--- config.mk ---
export PLATFORM = sky130hd
export DESIGN_NAME = dc_supervisor
export DESIGN_NICKNAME = d
export VERILOG_FILES = /design/src/hdl/supervisor_pkg.sv /design/src/hdl/status_if.sv /design/src/hdl/event_monitor.sv /design/src/hdl/reset_stretcher.sv /design/src/hdl/glow_pwm.sv /design/src/hdl/supervisor_control.sv /design/src/hdl/dc_supervisor.sv
export SDC_FILE = /design/constraint.sdc
export NUM_CORES = 1
export LEC_CHECK = 0
export BUFFER_PORTS_ARGS = -buffer_cell sky130_fd_sc_hd__buf_2
export CAP_MARGIN = 20
export CORE_MARGIN = 1.5
export CORE_UTILIZATION = 30
export CTS_CLUSTER_DIAMETER = 60
export DETAILED_ROUTE_END_ITERATION = 8
export GPL_TIMING_DRIVEN = 1
export SYNTH_ARGS = -nofsm -noshare
export SYNTH_HDL_FRONTEND = slang
export SYNTH_SLANG_ARGS = --single-unit
--- constraint.sdc ---
create_clock -name control_clock -period 3 [get_ports control_clock]
set_clock_uncertainty 0.2 [all_clocks]
set_input_delay 0.3 -clock control_clock [delete_from_list [all_inputs] [get_ports control_clock]]
set_output_delay 0.3 -clock control_clock [all_outputs]
set_load 0.02 [all_outputs]
--- src/hdl/supervisor_pkg.sv ---
`default_nettype none

package supervisor_pkg;

    //////////////////////////////////////////////////
    // timing and widths

    // hold time after a reset request, kept short enough to simulate
    localparam int RESET_HOLD_CYCLES = 200;
    localparam int HOLD_CNT_W = $clog2(RESET_HOLD_CYCLES + 1);

    localparam int COUNT_W = 32;
    localparam int SYNC_STAGES = 2;

    // shared led pattern counter
    localparam int GLOW_W = 16;
    localparam int SLOW_GLOW_BIT = 15;
    localparam int FAST_GLOW_BIT = 11;
    localparam int BLINK_BIT = 13;

    //////////////////////////////////////////////////
    // led pin

    // 1 and 3 both mirror the option reset line
    typedef enum logic [1:0] {
        LED_MODE_STATUS     = 2'd0,
        LED_MODE_OPTION     = 2'd1,
        LED_MODE_CONSOLE    = 2'd2,
        LED_MODE_OPTION_ALT = 2'd3
    } led_mode_e;

    typedef enum logic [2:0] {
        SRC_OFF,
        SRC_ON,
        SRC_SLOW,
        SRC_FAST,
        SRC_BLINK_FAST,
        SRC_CONSOLE,
        SRC_OPTION
    } led_source_e;

endpackage

`default_nettype wire

--- src/hdl/status_if.sv ---
`timescale 1ns/10ps
`default_nettype none

// synchronised status levels, no handshake
interface status_if;

    logic hdmi_locked;
    logic resync_active;
    logic force_active;
    logic tx_ready;

    modport monitor (output hdmi_locked, output resync_active,
                     output force_active, output tx_ready);

    modport control (input hdmi_locked, input resync_active,
                     input force_active, input tx_ready);

endinterface

`default_nettype wire

--- src/hdl/event_monitor.sv ---
`timescale 1ns/10ps
`default_nettype none

module event_monitor (
    input  logic control_clock,
    input  logic reset_dc,
    input  logic pll54_locked,
    input  logic pll_hdmi_locked,
    input  logic resync,
    input  logic force_generate,
    input  logic hdmi_tx_ready,
    status_if.monitor status,
    output logic [supervisor_pkg::COUNT_W-1:0] pll54_lockloss_count,
    output logic [supervisor_pkg::COUNT_W-1:0] pll_hdmi_lockloss_count,
    output logic [supervisor_pkg::COUNT_W-1:0] resync_count
);
    import supervisor_pkg::*;

    logic [SYNC_STAGES-1:0][4:0] sync_q;
    logic lock54_s;
    logic lock_hdmi_s;
    logic resync_s;
    logic force_s;
    logic ready_s;
    logic lock54_prev;
    logic lock_hdmi_prev;
    logic resync_prev;

    //////////////////////////////////////////////////
    // input synchroniser, all five inputs side by side
    always_ff @(posedge control_clock) begin
        if (reset_dc) begin
            sync_q <= '0;
        end else begin
            sync_q[0] <= {pll54_locked, pll_hdmi_locked, resync, force_generate, hdmi_tx_ready};
            for (int i = 1; i < SYNC_STAGES; i++) begin
                sync_q[i] <= sync_q[i-1];
            end
        end
    end

    assign {lock54_s, lock_hdmi_s, resync_s, force_s, ready_s} = sync_q[SYNC_STAGES-1];

    assign status.hdmi_locked = lock_hdmi_s;
    assign status.resync_active = resync_s;
    assign status.force_active = force_s;
    assign status.tx_ready = ready_s;

    //////////////////////////////////////////////////
    // edge detect and event counters
    always_ff @(posedge control_clock) begin
        if (reset_dc) begin
            lock54_prev <= 1'b0;
            lock_hdmi_prev <= 1'b0;
            resync_prev <= 1'b0;
            pll54_lockloss_count <= '0;
            pll_hdmi_lockloss_count <= '0;
            resync_count <= '0;
        end else begin
            lock54_prev <= lock54_s;
            lock_hdmi_prev <= lock_hdmi_s;
            resync_prev <= resync_s;
            // lock loss is a falling edge
            if (lock54_prev && !lock54_s) begin
                pll54_lockloss_count <= pll54_lockloss_count + 1'b1;
            end
            if (lock_hdmi_prev && !lock_hdmi_s) begin
                pll_hdmi_lockloss_count <= pll_hdmi_lockloss_count + 1'b1;
            end
            if (!resync_prev && resync_s) begin
                resync_count <= resync_count + 1'b1;
            end
        end
    end

endmodule

`default_nettype wire

--- src/hdl/reset_stretcher.sv ---
`timescale 1ns/10ps
`default_nettype none

module reset_stretcher (
    input  logic control_clock,
    input  logic reset_dc,
    input  logic start,
    output logic hold_low
);
    import supervisor_pkg::*;

    logic [HOLD_CNT_W-1:0] hold_cnt;

    // reload on every request cycle, so a new request restarts the hold
    always_ff @(posedge control_clock) begin
        if (reset_dc) begin
            hold_cnt <= HOLD_CNT_W'(RESET_HOLD_CYCLES);
        end else if (start) begin
            hold_cnt <= HOLD_CNT_W'(RESET_HOLD_CYCLES);
        end else if (hold_cnt != '0) begin
            hold_cnt <= hold_cnt - 1'b1;
        end
    end

    // line pulled low while a request is present or the count runs
    assign hold_low = start || (hold_cnt != '0);

endmodule

`default_nettype wire

--- src/hdl/glow_pwm.sv ---
`timescale 1ns/10ps
`default_nettype none

module glow_pwm (
    input  logic control_clock,
    input  logic reset_dc,
    output logic slow_glow,
    output logic fast_glow,
    output logic blink
);
    import supervisor_pkg::*;

    logic [GLOW_W-1:0] glow_cnt;

    // triangle brightness from the bits below bit_pos, compared with the low byte
    function automatic logic glow_level(input logic [GLOW_W-1:0] cnt, input int bit_pos);
        logic [7:0] bright;
        bright = cnt[bit_pos-1 -: 8];
        // falling half of the triangle
        if (cnt[bit_pos]) begin
            bright = ~bright;
        end
        return bright > cnt[7:0];
    endfunction

    //////////////////////////////////////////////////
    // one free-running counter for all patterns
    always_ff @(posedge control_clock) begin
        if (reset_dc) begin
            glow_cnt <= '0;
        end else begin
            glow_cnt <= glow_cnt + 1'b1;
        end
    end

    assign slow_glow = glow_level(glow_cnt, SLOW_GLOW_BIT);
    assign fast_glow = glow_level(glow_cnt, FAST_GLOW_BIT);
    assign blink = glow_cnt[BLINK_BIT];

endmodule

`default_nettype wire

--- src/hdl/supervisor_control.sv ---
`timescale 1ns/10ps
`default_nettype none

module supervisor_control (
    input  logic control_clock,
    input  logic reset_dc,
    input  supervisor_pkg::led_mode_e led_pin_mode,
    status_if.control status,
    input  logic slow_glow,
    input  logic fast_glow,
    input  logic blink,
    input  logic console_hold,
    input  logic option_hold,
    output logic status_led,
    output logic status_led_oe
);
    import supervisor_pkg::*;

    led_source_e src_next;
    led_source_e src_q;

    //////////////////////////////////////////////////
    // source select, status rules in priority order
    always_comb begin
        src_next = SRC_SLOW;
        case (led_pin_mode)
            LED_MODE_CONSOLE: src_next = SRC_CONSOLE;
            LED_MODE_OPTION, LED_MODE_OPTION_ALT: src_next = SRC_OPTION;
            LED_MODE_STATUS: begin
                if (!status.hdmi_locked) begin
                    src_next = SRC_OFF;
                end else if (status.resync_active) begin
                    src_next = SRC_FAST;
                end else if (status.force_active) begin
                    src_next = SRC_BLINK_FAST;
                end else if (status.tx_ready) begin
                    src_next = SRC_ON;
                end
            end
        endcase
    end

    //////////////////////////////////////////////////
    // pin register, led is active low
    always_ff @(posedge control_clock) begin
        if (reset_dc) begin
            src_q <= SRC_OFF;
            status_led <= 1'b1;
            status_led_oe <= 1'b1;
        end else begin
            src_q <= src_next;
            status_led_oe <= 1'b1;
            case (src_q)
                SRC_OFF: status_led <= 1'b1;
                SRC_ON: status_led <= 1'b0;
                SRC_FAST: status_led <= ~fast_glow;
                SRC_SLOW: status_led <= ~slow_glow;
                SRC_BLINK_FAST: status_led <= blink ? ~fast_glow : 1'b1;
                // open-drain copy of a reset line
                SRC_CONSOLE: begin
                    status_led <= 1'b0;
                    status_led_oe <= console_hold;
                end
                SRC_OPTION: begin
                    status_led <= 1'b0;
                    status_led_oe <= option_hold;
                end
                default: status_led <= 1'b1;
            endcase
        end
    end

endmodule

`default_nettype wire

--- src/hdl/dc_supervisor.sv ---
`timescale 1ns/10ps
`default_nettype none

module dc_supervisor (
    input  logic control_clock,
    input  logic reset_dc,
    input  logic pll54_locked,
    input  logic pll_hdmi_locked,
    input  logic resync,
    input  logic force_generate,
    input  logic hdmi_tx_ready,
    input  logic console_reset_req,
    input  logic option_reset_req,
    input  logic [1:0] led_pin_mode,
    output logic console_nreset_drive_low,
    output logic option_nreset_drive_low,
    output logic status_led,
    output logic status_led_oe,
    output logic [supervisor_pkg::COUNT_W-1:0] pll54_lockloss_count,
    output logic [supervisor_pkg::COUNT_W-1:0] pll_hdmi_lockloss_count,
    output logic [supervisor_pkg::COUNT_W-1:0] resync_count
);
    import supervisor_pkg::*;

    logic slow_glow;
    logic fast_glow;
    logic blink;

    status_if status_bus ();

    //////////////////////////////////////////////////
    // status inputs and event counters
    event_monitor monitor_i (
        .control_clock           (control_clock),
        .reset_dc                (reset_dc),
        .pll54_locked            (pll54_locked),
        .pll_hdmi_locked         (pll_hdmi_locked),
        .resync                  (resync),
        .force_generate          (force_generate),
        .hdmi_tx_ready           (hdmi_tx_ready),
        .status                  (status_bus.monitor),
        .pll54_lockloss_count    (pll54_lockloss_count),
        .pll_hdmi_lockloss_count (pll_hdmi_lockloss_count),
        .resync_count            (resync_count)
    );

    //////////////////////////////////////////////////
    // reset lines
    reset_stretcher console_hold_i (
        .control_clock (control_clock),
        .reset_dc      (reset_dc),
        .start         (console_reset_req),
        .hold_low      (console_nreset_drive_low)
    );

    reset_stretcher option_hold_i (
        .control_clock (control_clock),
        .reset_dc      (reset_dc),
        .start         (option_reset_req),
        .hold_low      (option_nreset_drive_low)
    );

    //////////////////////////////////////////////////
    // status led
    glow_pwm glow_i (
        .control_clock (control_clock),
        .reset_dc      (reset_dc),
        .slow_glow     (slow_glow),
        .fast_glow     (fast_glow),
        .blink         (blink)
    );

    supervisor_control control_i (
        .control_clock (control_clock),
        .reset_dc      (reset_dc),
        .led_pin_mode  (led_mode_e'(led_pin_mode)),
        .status        (status_bus.control),
        .slow_glow     (slow_glow),
        .fast_glow     (fast_glow),
        .blink         (blink),
        .console_hold  (console_nreset_drive_low),
        .option_hold   (option_nreset_drive_low),
        .status_led    (status_led),
        .status_led_oe (status_led_oe)
    );

endmodule

`default_nettype wire

# Word level (Yosys, flattened, before mapping)
# Cells that the tools add are included.
dict set report totals {
  out_inout_bits 100
  inputBits 11
  register_bits 146
  wordCells 60
}
dict set report classes {
  muxes 10
  eq_ne 9
  n_bitwise 4
  n_addsub 6
  order_cmp 2
  n_reduce_logical 15
}
# operator n
set op_table {}
lappend op_table {{adder 32 x 1 -> 32 bit, second input constant} 3}
lappend op_table {{adder 16 x 1 -> 16 bit, second input constant} 1}
lappend op_table {{greater-than comparator 8 bit} 2}
lappend op_table {{two-way mux 8 bit} 2}
lappend op_table {{inverter 8 bit} 2}
lappend op_table {{nonzero test 8 bit} 2}
lappend op_table {{subtractor 8 x 1 -> 8 bit, second input constant} 2}
lappend op_table {{equality test 3 bit, second input constant} 3}
lappend op_table {{two-way mux 3 bit} 3}
lappend op_table {{case mux 3 bit (3 select lines)} 1}
lappend op_table {{equality test 3 x 2 -> 1 bit, second input constant} 2}
lappend op_table {{OR reduction 2 bit} 3}
lappend op_table {{equality test 2 bit, second input constant} 2}
lappend op_table {{case mux 1 bit (4 select lines)} 1}
lappend op_table {{equality test 3 x 1 -> 1 bit, second input constant} 1}
lappend op_table {{logical AND 1 bit} 3}
lappend op_table {{logical NOT 1 bit} 3}
lappend op_table {{OR reduction 3 bit} 1}
lappend op_table {{equality test 2 x 1 -> 1 bit, second input constant} 1}
lappend op_table {{logical NOT 2 bit} 1}
lappend op_table {{logical OR 1 bit} 2}
lappend op_table {{two-way mux 2 bit} 1}
lappend op_table {{inverter 1 bit} 2}
lappend op_table {{case mux 1 bit (2 select lines)} 1}
lappend op_table {{two-way mux 1 bit} 1}

# Logic depth before layout (Yosys ltp)
dict set report logic_depth {
  word_depth 6
  mapped_depth 8
  ltp_nobuf 7
}

# By module
# From an unflattened synthesis, not the netlist that was laid out.
dict set report hier_totals {
  cells_unflattened 768
  area_unflattened_um2 6891.6
}
# module instances area_per_inst_um2 cells_per_inst seq_area_each_um2
set by_module_without_submodules {}
lappend by_module_without_submodules {event_monitor 1 4635.7 513 2182.1}
lappend by_module_without_submodules {glow_pwm 1 1214.9 140 320.3}
lappend by_module_without_submodules {reset_stretcher 2 411.6 45 160.2}
lappend by_module_without_submodules {supervisor_control 1 217.7 25 100.1}

# Worst setup path before layout
# Ideal clock, no wire load.
dict set report synth_timing {
  path_kind {register to register}
  startpoint {reg monitor_i.resync_count[2] (netlist name)}
  endpoint {reg monitor_i.resync_count[31] (netlist name)}
  stages_incl_launch_ff 8
  t_arrival_ns 2.138
  setup_slack_ns 0.542
  t_required_ns 2.679
  path_cell_list {dfxtp_1 -> nand4b_2 -> or3_1 -> buf_2 -> or3_1 -> clkbuf_2 -> nor3_1 -> mux2_2}
}
dict set report synth_between {
  elab_chain_cells 1
}
# element line_no
set synth_lines {}
lappend synth_lines {{from (decl)} event_monitor.sv:15} ;# output logic [supervisor_pkg::COUNT_W-1:0] resync_count
lappend synth_lines {{from (signal assigned)} event_monitor.sv:71} ;# resync_count <= resync_count + 1'b1;
lappend synth_lines {{adder 32 x 1 -> 32 bit} event_monitor.sv:71}
# No other way between the ends.
# A chain may end at the register's enable or synchronous reset.

# Final worst setup path
dict set report layout_timing {
  startpoint {reg console_hold_i.hold_cnt[2]}
  endpoint {out console_nreset_drive_low}
}
dict set report layout_between {
  elab_chain_cells 2
}
# element line_no
set layout_lines {}
lappend layout_lines {{from (decl)} reset_stretcher.sv:12} ;# logic [HOLD_CNT_W-1:0] hold_cnt;
lappend layout_lines {{from (signal assigned)} reset_stretcher.sv:17} ;# hold_cnt <= HOLD_CNT_W'(RESET_HOLD_CYCLES);
lappend layout_lines {{from (signal assigned)} reset_stretcher.sv:19} ;# hold_cnt <= HOLD_CNT_W'(RESET_HOLD_CYCLES);
lappend layout_lines {{from (signal assigned)} reset_stretcher.sv:21} ;# hold_cnt <= hold_cnt - 1'b1;
lappend layout_lines {{nonzero test 8 bit} reset_stretcher.sv:26} ;# assign hold_low = start || (hold_cnt != '0);
lappend layout_lines {{logical OR 1 bit} reset_stretcher.sv:26}
lappend layout_lines {{to (decl)} dc_supervisor.sv:15} ;# output logic console_nreset_drive_low,
# No other way between the ends.

==> flow_metrics.py <==
metrics = {
    "logic_synthesis": {
        "synthFlopType": "dfxtp_1",
        "synth_cell_types": 45,
        "synth_top_area_share_pct": 43.31,
        "async_flop_share_pct": 0,
        "synth_edf_count": 0,
        "netlist_top_cells_area": "dfxtp_1 (43%), xor2_1 (9.1%), nor2_1 (7.2%)",
        "avgSynthCellArea_um2": 8.708,
        "synth_seq_cells": 146,
        "seq_area_frac_synth_pct": 43.31,
        "ys_warn_count": 0,
        "yosysMostFrequentCell": "dfxtp_1",
        "yosysTopAreaCell": "dfxtp_1",
        "synth_common_cells": "dfxtp_1 (146), nor2_1 (130), xor2_1 (70)",
        "synthCells": 775,
        "synthesis.nets": 810,
        "syn-cell-area_um2": 6749,
    },
    "power": {
        "seqPwrFrac_pct": 45.3,
        "ir_drop_uv": 315.6,
        "power_density_nw_per_um2": 526.4,
        "p_int_mw": 3.372,
        "p_sw_share_pct": 23.31,
        "power_leakage_nw": 3.378,
        "p_sw_mw": 1.025,
        "p_clk_share_pct": 51.0,
        "combPwrFrac_pct": 3.7,
    },
    "clock_tree": {
        "cts_resized": 0,
        "clk_transition_reported_paths_ns": 0.06,
        "cts_buffers": 17,
        "cts_root_buf": "clkbuf_16",
        "cts_max_path_buffers": 2,
        "postCtsSetupRepairBufs": 0,
        "clock-sinks": 146,
        "worst_skew_pair.late_latency_ns": 0.42,
        "postCtsHoldBufs": 10,
        "tritoncts": "yes",
        "ctsHtreeMaxLevel": 4,
    },
    "run": {
        "cap_viol_max_count": 0,
    },
    "hold_path": {
        "hp-class": "flop to flop",
        "min_from": "monitor_i.sync_q[3]",
    },
    "critical_path": {
        "startpoint_type": "flop",
        "reg2reg_from": "monitor_i.pll54_lockloss_count[4]",
        "endpoint_kind": "primary output",
        "required_ns": 2.50,
        "path_max_fanout": 6,
        "crit_start": "console_hold_i.hold_cnt[2]",
        "criticalPathCategory": "flop to primary output",
        "worstPathArrival_ns": 2.35,
    },
    "floorplanning": {
        "die_width_um": 153.0,
        "core_um2": 21960,
        "initial_core_util_pct": 30.74,
        "dieArea_um2": 23410,
        "pin_count": 111,
        "fp.dieH_um": 153.0,
        "num_rows": 54,
    },
    "layout": {
        "area_growth_pct": 23.75,
        "seqCellArea_um2": 2923,
        "fin_nets": 930,
        "diodes": 0,
        "fillers": 2218,
        "postLayoutCellArea_um2": 8352,
        "drive_gt1_share_pct": 17.62,
        "multi_input_area_um2": 3610,
    },
    "timing": {
        "fin_hold_ws_ns": 0.2349,
        "setup_violations": 0,
        "finalSetupTns_ns": 0,
        "fin_crit_sh_pct": 95.03,
        "worst_slew_pin_slew_ns": 0.8953,
        "slew_viol_final": 0,
        "maxSlewHeadroom_pct": 40.31,
        "max_clock_freq_mhz": 350.8,
        "hold_viol": 0,
        "final.setup.worst_slack_ns": 0.1490,
        "rsz0062_at_grt": "false",
        "fin_crit_ns": 2.851,
    },
    "drt": {
        "firstDrtPassIters": 6,
        "drt-total-wl_um": 15130,
        "wl_per_cell_um": 12.73,
        "via_per_inst": 4.705,
        "drt_iter0_drc": 275,
        "routed-via-count": 5590,
        "ant_nets": 0,
        "drc": 5,
    },
    "global_routing": {
        "grt_start_max_net_pins": 83,
        "antenna_found_initial": 0,
        "grt_first_pass_wirelength_um": 26100,
        "grt_pass1_vias": 5241,
        "grt_overflow": 0,
        "grtUsageTotal_pct": 13.40,
    },
    "outcome": {
        "outcome": "finished, violations left",
        "violations": "DRC",
    },
    "placed_design": {
        "place_area_um2": 7632,
        "place_congestion": 0.7736,
        "port_buffers": 110,
        "place_ws_ns": 0.5895,
        "hpwl_um": 10670,
    },
}
[final cells by class]
class	count	area share, %
multi-input combinational	572	43.22
sequential	146	35.00
clock buffer	17	5.094
inverter	27	1.213
tap	280	4.195
timing repair buffer	131	8.959
clock inverter	15	2.322
[routing by layer]
| metal | vias to the layer above | GRT usage, % | share of wire (%) |
|---|---|---|---|
| li1 | 2917 | - | - |
| met1 | 2578 | 17.90 | 50 |
| met2 | 85 | 21.20 | 45 |
| met3 | 10 | 3.176 | 3.4 |
| met4 | 0 | 4.528 | 0.97 |
| met5 | - | 0 | 0 |
[registers in the layout (all words and copies together), names as in the netlist]
name	count
monitor_i.lock54_prev	1
console_hold_i.hold_cnt	8
monitor_i.status.force_active	1
control_i.status_led	1
monitor_i.pll_hdmi_lockloss_count	32
glow_i.glow_cnt	16
monitor_i.resync_prev	1
monitor_i.lock54_s	1
option_hold_i.hold_cnt	8
monitor_i.status.resync_active	1
monitor_i.status.hdmi_locked	1
monitor_i.status.tx_ready	1
control_i.src_q	3
monitor_i.resync_count	32
control_i.status_led_oe	1
monitor_i.pll54_lockloss_count	32
monitor_i.sync_q	5
monitor_i.lock_hdmi_prev	1
[worst max-delay path: stages, from the launching register on]
cell and delay, ns:
dfxtp_1 0.34, or4_1 0.58, or4_1 0.54, or2_2 0.33
buf_2 0.16
[cell usage in the layout (no fill, tap or decap), types with 2 or more instances in the layout]
cell and instances:
clkbuf_16 17, a31oi_1 2, a21oi_1 22, nor3_1 20
nand3_1 38, nand3b_1 5, nand2b_1 3, o211ai_1 2
buf_2 109, and3_1 8, or2_2 2, inv_6 6
nor3b_1 3, mux2i_1 3, xnor2_1 49, and4_1 11
or4_1 6, a2111o_1 2, dfxtp_1 146, ha_1 24
or3_1 11, xor2_1 70, bufinv_16 3, inv_8 2
buf_4 11, dlygate4sd3_1 10, nor4_1 20, a2111oi_0 2
o31ai_1 2, o21ai_0 17, nand4_1 43, nand2_1 41
clkinvlp_4 2, nor2_1 130, inv_1 27, nor2b_1 23
[worst paths after layout]
| path | slack [ns] | cells past startpoint | to |
|---|---|---|---|
| worst min register to register | 0.23 | 1 | monitor_i.status.hdmi_locked |
| worst min-delay path | 0.23 | 1 | monitor_i.status.hdmi_locked |
| worst max register to register | 0.62 | 6 | monitor_i.pll54_lockloss_count[31] |
| worst max-delay path | 0.15 | 4 | console_nreset_drive_low |
[power groups by stage]
| stage | clock network (mW) | registers (mW) | logic [mW] |
|---|---|---|---|
| after global placement | 0 | 2.03 | 0.154 |
| after detailed placement | 0 | 2.03 | 0.154 |
| after floorplan | 0 | 2.03 | 0.112 |
| final | 2.24 | 1.99 | 0.162 |
| after global routing | 2.40 | 1.99 | 0.184 |
| after CTS | 2.32 | 1.99 | 0.166 |
[logic make-up (layout without fill, tap and decap cells)]
group,after synthesis,after routing,synth area share [%]
buffers and inverters,57,190,3.207
AOI/OAI and AO/OA,56,56,5.006
adders and majority gates,24,24,4.449
DFF,146,146,43.31
and+or+nand+nor,369,369,27.98
muxes,4,4,0.6118
xor gates and xnor gates,119,119,15.44
[stage by stage]
stage                     power [mW]  utilization, %  cells
after floorplan                2.142               -    775
after CTS                      4.478           38.03   1188
final                          4.397           38.03   1188
after global routing           4.578           38.03   1188
after global placement         2.188           34.76   1146
after detailed placement       2.189           34.76   1146
No activity file was read; power rests on OpenSTA's default activity.
